`src/rackbus_pkg.sv`:
```
package rackbus_pkg;

    // field widths of the rack-bus command word
    localparam int RUNCMD_BITS = 2;
    localparam int TRIG_BITS   = 15;

    // run command codes
    localparam logic [RUNCMD_BITS-1:0] RUNCMD_NOOP = 2'd0;

    // mode1 type codes
    localparam logic [1:0] MODE1_SPECIAL = 2'd0;
    localparam logic [1:0] MODE1_FWU     = 2'd1;

    // special mode1 data codes, meaningful only with MODE1_SPECIAL
    localparam logic [7:0] MODE1_NOOP      = 8'h00;
    localparam logic [7:0] MODE1_MARK0_FWU = 8'h01;
    localparam logic [7:0] MODE1_MARK1_FWU = 8'h02;

    // counter values compared one cycle ahead of each strobe
    // precapture is then high in phase 6, capture in phase 7
    localparam logic [2:0] PRECAPTURE_PHASE = 3'd5;
    localparam logic [2:0] CAPTURE_PHASE    = 3'd6;

    // command word, msb first
    typedef struct packed {
        // nothing in the word is meaningful
        logic                   ignore;
        logic                   pps;
        logic [RUNCMD_BITS-1:0] runcmd;
        logic [1:0]             mode1type;
        logic [7:0]             mode1data;
        // always zero on output
        logic [1:0]             reserved;
        logic                   trig_valid;
        logic [TRIG_BITS-1:0]   trig;
    } rackbus_cmd_t;

endpackage

```
`src/mode1_stream_if.sv`:
```
`timescale 1ns/1ns
interface mode1_stream_if;

    // stream byte
    logic [7:0] tdata;
    // mode1 type carried with the byte
    logic [1:0] tuser;
    logic       tvalid;
    // one-cycle acknowledge, the byte went out on the bus
    logic       tready;

    // side that queues mode1 bytes
    modport source (
        output tdata, tuser, tvalid,
        input  tready
    );

    // side that captures and acknowledges
    modport sink (
        input  tdata, tuser, tvalid,
        output tready
    );

endinterface

```
`src/cmd_phase_gen.sv`:
```
`timescale 1ns/1ns
module cmd_phase_gen (
    input  logic sysclk_i,
    input  logic rst_i,
    input  logic sync_i,
    output logic precapture_o,
    output logic capture_o
);
    import rackbus_pkg::*;

    // position inside the 8-cycle command frame
    logic [2:0] phase;

    always_ff @(posedge sysclk_i) begin
        if (rst_i) begin
            phase <= 3'd0;
        end else if (sync_i) begin
            // sync cycle counts as phase 0 of the new frame
            phase <= 3'd1;
        end else begin
            // wraps modulo 8 on its own
            phase <= phase + 3'd1;
        end
    end

    // registered compares give clean one-cycle strobes
    always_ff @(posedge sysclk_i) begin
        if (rst_i) begin
            precapture_o <= 1'b0;
            capture_o    <= 1'b0;
        end else begin
            precapture_o <= (phase == PRECAPTURE_PHASE);
            capture_o    <= (phase == CAPTURE_PHASE);
        end
    end

endmodule

```
`src/tfio_cmd_holding.sv`:
```
`timescale 1ns/1ns
module tfio_cmd_holding (
    input  logic                               sysclk_i,
    input  logic                               rst_i,
    input  logic                               precapture_i,
    input  logic                               capture_i,
    mode1_stream_if.sink                       mode1,
    input  logic [7:0]                         fw_tdata_i,
    input  logic                               fw_tvalid_i,
    output logic                               fw_tready_o,
    input  logic [1:0]                         fw_mark_i,
    output logic                               fw_marked_o,
    input  logic [rackbus_pkg::RUNCMD_BITS-1:0] runcmd_tdata_i,
    input  logic                               runcmd_tvalid_i,
    output logic                               runcmd_tready_o,
    input  logic                               mode1_free_i,
    input  logic                               runcmd_free_i,
    output logic [7:0]                         held_mode1data_o,
    output logic [1:0]                         held_mode1type_o,
    output logic [rackbus_pkg::RUNCMD_BITS-1:0] held_runcmd_o,
    output logic                               has_data_o
);
    import rackbus_pkg::*;

    // candidate mode1 field for the next capture
    logic [7:0] mode1data_next;
    logic [1:0] mode1type_next;
    logic       hold_mode1_next;
    logic       hold_mark_next;
    logic       hold_fwu_next;

    // which source the held mode1 field came from
    // at most one of these is set
    logic hold_mode1;
    logic hold_mark;
    logic hold_fwu;
    logic hold_runcmd;

    // one-cycle acks, high the cycle after capture
    logic mode1_ack;
    logic fw_ack;
    logic mark_ack;
    logic runcmd_ack;

    // priority: stream, mark 0, mark 1, firmware byte, then noop
    always_comb begin
        mode1data_next  = MODE1_NOOP;
        mode1type_next  = MODE1_SPECIAL;
        hold_mode1_next = 1'b0;
        hold_mark_next  = 1'b0;
        hold_fwu_next   = 1'b0;
        if (mode1.tvalid) begin
            mode1data_next  = mode1.tdata;
            mode1type_next  = mode1.tuser;
            hold_mode1_next = 1'b1;
        end else if (fw_mark_i[0]) begin
            mode1data_next = MODE1_MARK0_FWU;
            hold_mark_next = 1'b1;
        end else if (fw_mark_i[1]) begin
            mode1data_next = MODE1_MARK1_FWU;
            hold_mark_next = 1'b1;
        end else if (fw_tvalid_i) begin
            mode1data_next = fw_tdata_i;
            mode1type_next = MODE1_FWU;
            hold_fwu_next  = 1'b1;
        end
    end

    // everything reloads each frame, a skipped item is simply recaptured
    always_ff @(posedge sysclk_i) begin
        if (rst_i) begin
            held_mode1data_o <= MODE1_NOOP;
            held_mode1type_o <= MODE1_SPECIAL;
            held_runcmd_o    <= RUNCMD_NOOP;
            hold_mode1       <= 1'b0;
            hold_mark        <= 1'b0;
            hold_fwu         <= 1'b0;
            hold_runcmd      <= 1'b0;
        end else if (precapture_i) begin
            held_mode1data_o <= mode1data_next;
            held_mode1type_o <= mode1type_next;
            held_runcmd_o    <= runcmd_tvalid_i ? runcmd_tdata_i : RUNCMD_NOOP;
            hold_mode1       <= hold_mode1_next;
            hold_mark        <= hold_mark_next;
            hold_fwu         <= hold_fwu_next;
            hold_runcmd      <= runcmd_tvalid_i;
        end
    end

    // ack only what the splice actually put on the bus
    always_ff @(posedge sysclk_i) begin
        if (rst_i) begin
            mode1_ack  <= 1'b0;
            fw_ack     <= 1'b0;
            mark_ack   <= 1'b0;
            runcmd_ack <= 1'b0;
        end else begin
            mode1_ack  <= capture_i && hold_mode1 && mode1_free_i;
            fw_ack     <= capture_i && hold_fwu && mode1_free_i;
            mark_ack   <= capture_i && hold_mark && mode1_free_i;
            runcmd_ack <= capture_i && hold_runcmd && runcmd_free_i;
        end
    end

    assign mode1.tready    = mode1_ack;
    assign fw_tready_o     = fw_ack;
    assign fw_marked_o     = mark_ack;
    assign runcmd_tready_o = runcmd_ack;

    // pps is added by the splice block
    assign has_data_o = hold_mode1 || hold_mark || hold_fwu || hold_runcmd;

endmodule

```
`src/cmd_word_splice.sv`:
```
`timescale 1ns/1ns
module cmd_word_splice (
    input  logic                               sysclk_i,
    input  logic                               rst_i,
    input  logic                               capture_i,
    input  rackbus_pkg::rackbus_cmd_t          command_i,
    input  logic                               command_locked_i,
    input  logic                               tfio_pps_i,
    input  logic                               use_tfio_pps_i,
    input  logic [rackbus_pkg::TRIG_BITS-1:0]  trig_tdata_i,
    input  logic                               trig_tvalid_i,
    input  logic [7:0]                         held_mode1data_i,
    input  logic [1:0]                         held_mode1type_i,
    input  logic [rackbus_pkg::RUNCMD_BITS-1:0] held_runcmd_i,
    input  logic                               has_data_i,
    output logic                               mode1_free_o,
    output logic                               runcmd_free_o,
    output rackbus_pkg::rackbus_cmd_t          spliced_o
);
    import rackbus_pkg::*;

    // upstream word carries nothing at all
    logic turf_empty;
    logic mode1_free;
    logic runcmd_free;
    // local pps stretched until the next capture
    logic tfio_pps_seen;
    logic tfio_pps;
    logic turf_pps;
    logic local_data;
    logic turf_trig_valid;

    assign turf_empty = !command_locked_i || command_i.ignore;

    // mode1 field is free unless upstream sends exactly special/noop
    assign mode1_free = turf_empty ||
                        (command_i.mode1type != MODE1_SPECIAL) ||
                        (command_i.mode1data != MODE1_NOOP);
    assign runcmd_free = turf_empty || (command_i.runcmd == RUNCMD_NOOP);

    assign mode1_free_o  = mode1_free;
    assign runcmd_free_o = runcmd_free;

    always_ff @(posedge sysclk_i) begin
        if (rst_i) begin
            tfio_pps_seen <= 1'b0;
        end else if (capture_i) begin
            tfio_pps_seen <= 1'b0;
        end else if (tfio_pps_i) begin
            tfio_pps_seen <= 1'b1;
        end
    end

    // a pulse in the capture cycle itself still goes out
    assign tfio_pps = tfio_pps_i || tfio_pps_seen;
    assign turf_pps = command_i.pps && !turf_empty;

    // anything local forces ignore low
    assign local_data = has_data_i || (tfio_pps && use_tfio_pps_i);

    // upstream trigger only counts when the link is locked
    assign turf_trig_valid = command_locked_i && command_i.trig_valid;

    always_comb begin
        spliced_o            = '0;
        spliced_o.ignore     = turf_empty && !local_data;
        spliced_o.pps        = use_tfio_pps_i ? tfio_pps : turf_pps;
        spliced_o.runcmd     = runcmd_free ? held_runcmd_i : command_i.runcmd;
        spliced_o.mode1type  = mode1_free ? held_mode1type_i : command_i.mode1type;
        spliced_o.mode1data  = mode1_free ? held_mode1data_i : command_i.mode1data;
        spliced_o.trig_valid = turf_trig_valid || trig_tvalid_i;
        spliced_o.trig       = turf_trig_valid ? command_i.trig : trig_tdata_i;
    end

endmodule

```
`src/turfio_cmd_splice_top.sv`:
```
`timescale 1ns/1ns
module turfio_cmd_splice_top (
    input  logic                               sysclk_i,
    input  logic                               rst_i,
    input  logic                               sync_i,
    input  logic                               command_locked_i,
    input  logic                               use_tfio_pps_i,
    input  logic                               tfio_pps_i,
    input  logic [31:0]                        command_i,
    input  logic [7:0]                         mode1_tdata_i,
    input  logic [1:0]                         mode1_tuser_i,
    input  logic                               mode1_tvalid_i,
    output logic                               mode1_tready_o,
    input  logic [7:0]                         fw_tdata_i,
    input  logic                               fw_tvalid_i,
    output logic                               fw_tready_o,
    input  logic [1:0]                         fw_mark_i,
    output logic                               fw_marked_o,
    input  logic [rackbus_pkg::RUNCMD_BITS-1:0] runcmd_tdata_i,
    input  logic                               runcmd_tvalid_i,
    output logic                               runcmd_tready_o,
    input  logic [rackbus_pkg::TRIG_BITS-1:0]  trig_tdata_i,
    input  logic                               trig_tvalid_i,
    output logic                               trig_tready_o,
    output logic [31:0]                        spliced_o
);
    import rackbus_pkg::*;

    logic                   precapture;
    logic                   capture;
    logic                   mode1_free;
    logic                   runcmd_free;
    logic [7:0]             held_mode1data;
    logic [1:0]             held_mode1type;
    logic [RUNCMD_BITS-1:0] held_runcmd;
    logic                   has_data;
    rackbus_cmd_t           command;
    rackbus_cmd_t           spliced;

    mode1_stream_if mode1_bus ();

    // plain mode1 ports onto the stream bundle
    assign mode1_bus.tdata  = mode1_tdata_i;
    assign mode1_bus.tuser  = mode1_tuser_i;
    assign mode1_bus.tvalid = mode1_tvalid_i;
    assign mode1_tready_o   = mode1_bus.tready;

    assign command   = command_i;
    assign spliced_o = spliced;

    // local trigger is never acknowledged
    assign trig_tready_o = 1'b0;

    cmd_phase_gen u_phase (
        .sysclk_i     (sysclk_i),
        .rst_i        (rst_i),
        .sync_i       (sync_i),
        .precapture_o (precapture),
        .capture_o    (capture)
    );

    tfio_cmd_holding u_holding (
        .sysclk_i         (sysclk_i),
        .rst_i            (rst_i),
        .precapture_i     (precapture),
        .capture_i        (capture),
        .mode1            (mode1_bus.sink),
        .fw_tdata_i       (fw_tdata_i),
        .fw_tvalid_i      (fw_tvalid_i),
        .fw_tready_o      (fw_tready_o),
        .fw_mark_i        (fw_mark_i),
        .fw_marked_o      (fw_marked_o),
        .runcmd_tdata_i   (runcmd_tdata_i),
        .runcmd_tvalid_i  (runcmd_tvalid_i),
        .runcmd_tready_o  (runcmd_tready_o),
        .mode1_free_i     (mode1_free),
        .runcmd_free_i    (runcmd_free),
        .held_mode1data_o (held_mode1data),
        .held_mode1type_o (held_mode1type),
        .held_runcmd_o    (held_runcmd),
        .has_data_o       (has_data)
    );

    cmd_word_splice u_splice (
        .sysclk_i         (sysclk_i),
        .rst_i            (rst_i),
        .capture_i        (capture),
        .command_i        (command),
        .command_locked_i (command_locked_i),
        .tfio_pps_i       (tfio_pps_i),
        .use_tfio_pps_i   (use_tfio_pps_i),
        .trig_tdata_i     (trig_tdata_i),
        .trig_tvalid_i    (trig_tvalid_i),
        .held_mode1data_i (held_mode1data),
        .held_mode1type_i (held_mode1type),
        .held_runcmd_i    (held_runcmd),
        .has_data_i       (has_data),
        .mode1_free_o     (mode1_free),
        .runcmd_free_o    (runcmd_free),
        .spliced_o        (spliced)
    );

endmodule

```
`config.mk`:
```
export PLATFORM = sky130hd
export DESIGN_NAME = turfio_cmd_splice_top
export DESIGN_NICKNAME = d
export VERILOG_FILES = /design/src/rackbus_pkg.sv /design/src/mode1_stream_if.sv /design/src/cmd_phase_gen.sv /design/src/tfio_cmd_holding.sv /design/src/cmd_word_splice.sv /design/src/turfio_cmd_splice_top.sv
export SDC_FILE = /design/constraint.sdc
export NUM_CORES = 1
export LEC_CHECK = 0
export BUFFER_PORTS_ARGS = -buffer_cell sky130_fd_sc_hd__buf_2
export CAP_MARGIN = 20
export CORE_UTILIZATION = 39
export DETAILED_ROUTE_END_ITERATION = 10
export GPL_TIMING_DRIVEN = 0
export PLACE_DENSITY = 0.81
export RECOVER_POWER = 100
export SLEW_MARGIN = 0
export SYNTH_ARGS = -nofsm -noshare
export SYNTH_HDL_FRONTEND = slang
export SYNTH_SLANG_ARGS = --single-unit
export TNS_END_PERCENT = 20
```
`constraint.sdc`:
```
create_clock -name sysclk_i -period 1.3 [get_ports sysclk_i]
set_input_delay 0.065 -clock sysclk_i [delete_from_list [all_inputs] [get_ports sysclk_i]]
set_output_delay 0.065 -clock sysclk_i [all_outputs]
set_load 0.05 [all_outputs]
```
# --- Word-level counts from Yosys, hierarchy flattened ---
# Cells that the tools add are included.
word_totals:
  inputBits: 79
  word_cells: 72
  ff_bits: 26
  out_inout_bits: 37
classes:
  reduce_logical: 30
  addsub: 1
  n_mux: 23
  n_eq_ne: 2
op_table:
  columns: ["op", "count"]
  rows:
  - ["8-bit two-way mux", 5]
  - ["15-bit two-way mux", 1]
  - ["1-bit logical AND", 12]
  - ["2-bit two-way mux", 6]
  - ["1-bit two-way mux", 11]
  - ["1-bit logical OR", 10]
  - ["8-bit nonzero test", 1]
  - ["3-bit == test (second input constant)", 2]
  - ["2-bit OR reduction", 2]
  - ["3-bit by 1-bit adder with 3-bit output (second input constant)", 1]
  - ["1-bit zero test", 3]
  - ["2-bit zero test", 1]
  - ["2-bit nonzero test", 1]

# --- Depth between registers and ports, before layout ---
depth:
  word_depth: 6
  depth_mapped: 5
  ltp_nobuf: 3

# --- Cells and area by module ---
# From an unflattened synthesis, not the netlist that was laid out.
hier_totals:
  cells_unflattened: 162
  area_unflattened_um2: 1495.2
modules_own_cells:
  columns: ["module", "seq_area_each_um2", "n_inst", "area_per_inst_um2", "cells_per_inst"]
  rows:
  - ["tfio_cmd_holding", 400.4, 1, 775.7, 82]
  - ["cmd_word_splice", 20.0, 1, 510.5, 61]
  - ["cmd_phase_gen", 100.1, 1, 197.7, 17]
  - ["turfio_cmd_splice_top", 0.0, 1, 11.3, 2]

# --- Worst setup path after synthesis ---
# Ideal clock, no wire load.
synth_path:
  path_kind: "register -> output"
  from: "register u_holding.hold_mode1"
  to: "output spliced_o[31]"
  t_arrival_ns: 1.271
  path_stages_with_launch: 4
  path_buffers: 0
  t_required_ns: 1.235
  slack_ns: -0.036
  path_cell_list: "dfxtp_1 > nor4_1 > nand2_1 > nor2_1"
synth_via:
  elab_chain_cells: 6
synth_rtl:
  columns: ["element", "line_no", "rtl"]
  rows:
  - ["from (decl)", "tfio_cmd_holding.sv:34", "logic hold_mode1;"]
  - ["from (signal assigned)", "tfio_cmd_holding.sv:83", "hold_mode1 <= hold_mode1_next;"]
  - ["1-bit logical OR (3 in a row)", "tfio_cmd_holding.sv:111", "assign has_data_o = hold_mode1 || hold_mark || hold_fwu || hold_runcmd;"]
  - ["1-bit logical OR", "cmd_word_splice.sv:59", "assign local_data = has_data_i || (tfio_pps && use_tfio_pps_i);"]
  - ["1-bit zero test", "cmd_word_splice.sv:66", "spliced_o.ignore = turf_empty && !local_data;"]
  - ["1-bit logical AND", "cmd_word_splice.sv:66", null]
  - ["to (decl)", "turfio_cmd_splice_top.sv:25", "output logic [31:0] spliced_o"]
# Every way passes these cells.

# --- Worst setup path after layout ---
layout_path:
  from: "register u_holding.hold_runcmd"
  to: "output spliced_o[31]"
layout_via:
  elab_chain_cells: 4
layout_rtl:
  columns: ["element", "line_no", "rtl"]
  rows:
  - ["from (decl)", "tfio_cmd_holding.sv:37", "logic hold_runcmd;"]
  - ["from (signal assigned)", "tfio_cmd_holding.sv:86", "hold_runcmd <= runcmd_tvalid_i;"]
  - ["1-bit logical OR", "tfio_cmd_holding.sv:111", null]
  - ["1-bit logical OR", "cmd_word_splice.sv:59", null]
  - ["1-bit zero test", "cmd_word_splice.sv:66", null]
  - ["1-bit logical AND", "cmd_word_splice.sv:66", null]
# Every way passes these cells.

==> flow_summary.html <==
<table>
<tr><th>Metric</th><th>Value</th></tr>
<tr><th colspan="2">Outcome</th></tr>
<tr><td>Outcome</td><td>complete, but fails checks</td></tr>
<tr><td>Violations in the final reports</td><td>negative setup slack</td></tr>
<tr><th colspan="2">Final layout</th></tr>
<tr><td>Final Instance Area</td><td>2230 um^2</td></tr>
<tr><td>Most used cells in the layout excluding fill and tap cells</td><td>sky130_fd_sc_hd__buf_2 (98), sky130_fd_sc_hd__dfxtp_1 (24), sky130_fd_sc_hd__clkbuf_2 (15), sky130_fd_sc_hd__mux2_2 (15)</td></tr>
<tr><td>Total inserted antenna cells</td><td>0</td></tr>
<tr><td>Total Nets Final</td><td>366</td></tr>
<tr><td>Reg area</td><td>523 um^2</td></tr>
<tr><td>Area of the multi-input gates</td><td>815 um^2</td></tr>
<tr><td>Layout Area Growth over Synthesis</td><td>57.3%</td></tr>
<tr><td>Commonest non-fill, non-tap cell in the layout</td><td>sky130_fd_sc_hd__buf_2</td></tr>
<tr><td>Fillers</td><td>314</td></tr>
<tr><td>Layout cell share with drive strength beyond 1</td><td>58.0%</td></tr>
<tr><th colspan="2">Synthesis</th></tr>
<tr><td>Count of flip-flops with a built-in enable after synthesis</td><td>0</td></tr>
<tr><td>Async set-reset flop share out of synthesis</td><td>0%</td></tr>
<tr><td>#FFs+latches synth</td><td>26</td></tr>
<tr><td>Leading area contributor after synthesis</td><td>sky130_fd_sc_hd__dfxtp_1</td></tr>
<tr><td>Cell Area, Synth</td><td>1420 um^2</td></tr>
<tr><td>Largest family of logic cells by synthesized area</td><td>simple AND/OR/NAND/NOR gates</td></tr>
<tr><td>Number of distinct library cell variants in the gate-level netlist after synthesis</td><td>38</td></tr>
<tr><td>Top-area cell type share of the netlist area</td><td>36.7%</td></tr>
<tr><td>Simple-Gate Fraction of Synth Area</td><td>27.1%</td></tr>
<tr><td>Average size of a mapped cell</td><td>9.40 um^2</td></tr>
<tr><td>Arithmetic-cell share of the synthesized area counting full adders, half adders and majority gates</td><td>2.64%</td></tr>
<tr><td>Mux share of post-synthesis cell area</td><td>12.6%</td></tr>
<tr><td>Synth area leaders</td><td>sky130_fd_sc_hd__dfxtp_1 (37%), sky130_fd_sc_hd__mux2_2 (12%), sky130_fd_sc_hd__and2_4 (6.8%)</td></tr>
<tr><td>Compound-gate portion of the synthesized area</td><td>13.0%</td></tr>
<tr><td>Cell count after synthesis</td><td>151</td></tr>
<tr><td>YS warnings</td><td>0</td></tr>
<tr><td>Primary FF master, synth</td><td>sky130_fd_sc_hd__dfxtp_1</td></tr>
<tr><td>Sequential area share after synthesis</td><td>36.7%</td></tr>
<tr><td>XOR/XNOR Fraction of Synth Area</td><td>0.617%</td></tr>
<tr><th colspan="2">Drt</th></tr>
<tr><td>Via count of the routed design</td><td>1539</td></tr>
<tr><td>DR iter-0 viols</td><td>48</td></tr>
<tr><td>Detail-routed net length per standard cell</td><td>12.3 um</td></tr>
<tr><td>Total wire length</td><td>4050 um</td></tr>
<tr><td>Top routing layer used</td><td>met4</td></tr>
<tr><td>Routed metal-1 wire length</td><td>1680 um</td></tr>
<tr><td>Count of TritonRoute iterations in the first routing pass</td><td>4</td></tr>
<tr><td>Met2 wirelength from detailed routing</td><td>2110 um</td></tr>
<tr><td>Routed wire length on met3</td><td>200 um</td></tr>
<tr><td>Vias per inst</td><td>4.68</td></tr>
<tr><td>Post-route DRC violation count</td><td>0</td></tr>
<tr><td>Remaining antenna violation count</td><td>0</td></tr>
<tr><th colspan="2">Job</th></tr>
<tr><td>Max-cap violations</td><td>0</td></tr>
<tr><th colspan="2">Timing</th></tr>
<tr><td>Minimum period implied by the final worst setup slack</td><td>1360 ps</td></tr>
<tr><td>Smallest hold slack</td><td>2.53 ps</td></tr>
<tr><td>Worst Slack Setup Final</td><td>-62.8 ps</td></tr>
<tr><td>Total negative slack</td><td>-337 ps</td></tr>
<tr><td>Final period util</td><td>105%</td></tr>
<tr><td>Final Max Slew Viols</td><td>0</td></tr>
<tr><td>Final-report setup violation count</td><td>10</td></tr>
<tr><td>Max Fclk</td><td>0.734 GHz</td></tr>
<tr><td>Final hold viol count</td><td>0</td></tr>
<tr><td>Skew final</td><td>7.16 ps</td></tr>
<tr><td>Unrepaired setup endpoints after global routing</td><td>true</td></tr>
<tr><th colspan="2">Power</th></tr>
<tr><td>Sequential group share of total power</td><td>47.0%</td></tr>
<tr><td>Proportion of total power due to net switching</td><td>31.5%</td></tr>
<tr><td>Static leakage</td><td>0.00112 uW</td></tr>
<tr><td>Maximum vdd ir drop</td><td>0.000741 V</td></tr>
<tr><td>P_int</td><td>1180 uW</td></tr>
<tr><td>Total net switching power</td><td>543 uW</td></tr>
<tr><td>Clock Power Share</td><td>23.4%</td></tr>
<tr><td>Total power divided by cell area</td><td>771 nW/um^2</td></tr>
<tr><td>Combinational group share of total power</td><td>29.6%</td></tr>
<tr><td>Final total power</td><td>1720 uW</td></tr>
<tr><th colspan="2">Place</th></tr>
<tr><td>Cell area reported after detailed placement</td><td>2040 um^2</td></tr>
<tr><td>DP Wirelength</td><td>3010 um</td></tr>
<tr><td>Port Buffer Count</td><td>110</td></tr>
<tr><td>Gp weighted congestion</td><td>0.764</td></tr>
<tr><th colspan="2">Worst setup path</th></tr>
<tr><td>Capture instance of the worst register-to-register path</td><td>u_holding.held_mode1data_o[2]</td></tr>
<tr><td>Data arrival at the endpoint of the critical path</td><td>1300 ps</td></tr>
<tr><td>Kind of critical path</td><td>reg2out</td></tr>
<tr><td>Worst reg-to-reg path cell count</td><td>5</td></tr>
<tr><td>Data required, critical path</td><td>1240 ps</td></tr>
<tr><td>Register-to-register setup slack</td><td>70 ps</td></tr>
<tr><td>Kind of end point of the critical path</td><td>output pin</td></tr>
<tr><td>Sort of element at the start of the critical path</td><td>register</td></tr>
<tr><td>Crit Reg-Reg Startpoint</td><td>u_phase.precapture_o</td></tr>
<tr><td>Largest fanout on the critical path</td><td>2</td></tr>
<tr><th colspan="2">Floorplan</th></tr>
<tr><td>Die height</td><td>62.3 um</td></tr>
<tr><td>Standard-cell rows</td><td>21</td></tr>
<tr><td>Die Area</td><td>3890 um^2</td></tr>
<tr><td>Boundary pin count</td><td>116</td></tr>
<tr><td>Width of the die</td><td>62.3 um</td></tr>
<tr><td>Starting density of the core</td><td>41.6%</td></tr>
<tr><td>Area of the core region</td><td>3420 um^2</td></tr>
<tr><th colspan="2">Global route</th></tr>
<tr><td>Residual overflow from global routing</td><td>0</td></tr>
<tr><td>Via count of the first global-routing pass</td><td>1455</td></tr>
<tr><td>Antenna violations before repair</td><td>0</td></tr>
<tr><td>Global-route wire length before repair</td><td>6370 um</td></tr>
<tr><td>Maximum number of pins on one net before global-route repair</td><td>15</td></tr>
<tr><td>Global-route total usage across every layer</td><td>20.5%</td></tr>
<tr><th colspan="2">Clocking</th></tr>
<tr><td>CTS H-tree depth</td><td>1</td></tr>
<tr><td>Longest Clk Path Bufs</td><td>2</td></tr>
<tr><td>TritonCTS clock tree</td><td>built</td></tr>
<tr><td>Clock input transition at the sequential cells of the worst setup and hold paths</td><td>130 ps</td></tr>
<tr><td>Sinks on Clock Net</td><td>26</td></tr>
<tr><td>Worst-Skew Late Latency</td><td>330 ps</td></tr>
<tr><td>Clock tree root buffer cell</td><td>sky130_fd_sc_hd__clkbuf_4</td></tr>
<tr><td>Total clock buffers created by CTS</td><td>3</td></tr>
<tr><th colspan="2">Min path</th></tr>
<tr><td>Cell depth of the worst min-delay path</td><td>3</td></tr>
<tr><td>Hold path endpoint</td><td>u_splice.tfio_pps_seen</td></tr>
<tr><td>Kind of path behind the tightest hold check</td><td>in2reg</td></tr>
<tr><td>Launch instance of the worst min-delay path</td><td>tfio_pps_i</td></tr>
</table>
## routing by layer
layer	track usage, %	vias to the layer above
li1	-	792
met1	24.2	702
met2	36.3	39
met3	4.78	6
met4	6.98	0
met5	0	-
## state kept, by name, summed over array words and instances, names as in the netlist
register	flops
u_holding.runcmd_tready_o	1
u_phase.phase	3
u_holding.held_mode1data_o	8
u_holding.held_mode1type_o	2
u_phase.capture_o	1
u_holding.hold_runcmd	1
u_holding.held_runcmd_o	2
u_holding.fw_tready_o	1
u_holding.hold_mark	1
u_splice.tfio_pps_seen	1
u_phase.precapture_o	1
u_holding.hold_fwu	1
u_holding.fw_marked_o	1
u_holding.hold_mode1	1
u_holding.mode1.tready	1
## layout make-up
cell class	count	share of cell area, %
well taps	46	2.58
flip-flops and latches	26	23.4
multi-input cells	111	36.5
plain buffers	12	3.87
inverters	4	0.672
repair buffers	126	31.4
clock buffers	4	1.62
## Yosys cell counts, types with 2 or more instances
cell type and instances:
sky130_fd_sc_hd__buf_4 4, sky130_fd_sc_hd__inv_1 3, sky130_fd_sc_hd__buf_2 3, sky130_fd_sc_hd__nor2b_1 3, sky130_fd_sc_hd__a22oi_1 8, sky130_fd_sc_hd__and3b_1 2, sky130_fd_sc_hd__nor2_1 7, sky130_fd_sc_hd__dfxtp_1 26
sky130_fd_sc_hd__buf_6 3, sky130_fd_sc_hd__nand3_1 8, sky130_fd_sc_hd__nor3_1 3, sky130_fd_sc_hd__nand2_1 12, sky130_fd_sc_hd__a21oi_1 13, sky130_fd_sc_hd__ha_1 3, sky130_fd_sc_hd__o21ai_0 2, sky130_fd_sc_hd__mux2_2 15
sky130_fd_sc_hd__clkbuf_1 2, sky130_fd_sc_hd__a22o_1 2, sky130_fd_sc_hd__and2_4 11, sky130_fd_sc_hd__and3_2 3
## through the flow
step	setup WS, ps	utilization [%]	std cells
floorplan	177	-	153
global placement	46.1	59.7	309
detailed placement	45.7	59.7	309
CTS	-93.1	64.3	324
global route	-160	65.4	329
finish	-62.8	65.4	329
## cells by family after synthesis
group                    after synthesis
AND/OR/NAND/NOR                       59
AO/OA/AOI/OAI                         29
flip-flops                            26
multiplexers                          16
buffers and inverters                 16
adder cells (fa/ha/maj)                3
other                                  1
XOR/XNOR                               1
## power groups by stage
| stage | combinational [uW] | sequential, uW | clock, uW |
|---|---|---|---|
| 3_3_place_gp | 473 | 827 | 0 |
| 4_1_cts | 508 | 810 | 414 |
| 6_report | 511 | 810 | 402 |
| 2_1_floorplan | 300 | 826 | 0 |
| 5_1_grt | 543 | 812 | 453 |
| 3_5_place_dp | 480 | 827 | 0 |
## timing repair
| item | in CTS | in global routing |
|---|---|---|
| gates resized for setup | 5 | 1 |
| pin swaps | 2 | 1 |
| endpoints found under the hold margin | 12 | 2 |
| buffers inserted | 1 | 3 |
| hold buffers | 10 | 2 |
| setup endpoints to repair | 1 | 18 |
## how the worst max path moves through the flow
stage / startpoint / slack [ps] / end
3_3_place_gp: command_i[26] / 50 / spliced_o[18]
6_report: u_holding.hold_runcmd / -60 / spliced_o[31]
3_5_place_dp: command_i[26] / 50 / spliced_o[26]
5_1_grt: u_holding.hold_runcmd / -160 / spliced_o[31]
4_1_cts: u_holding.hold_runcmd / -90 / spliced_o[31]
2_1_floorplan: u_holding.hold_mode1 / 180 / spliced_o[31]
## critical path, cell delays in order, from the launching register on
cell,delay (ps)
sky130_fd_sc_hd__dfxtp_2,360
sky130_fd_sc_hd__nor4_4,270
sky130_fd_sc_hd__nand2_1,90
sky130_fd_sc_hd__nor2_2,100
sky130_fd_sc_hd__buf_6,160
(Power assumes the default switching activity.)
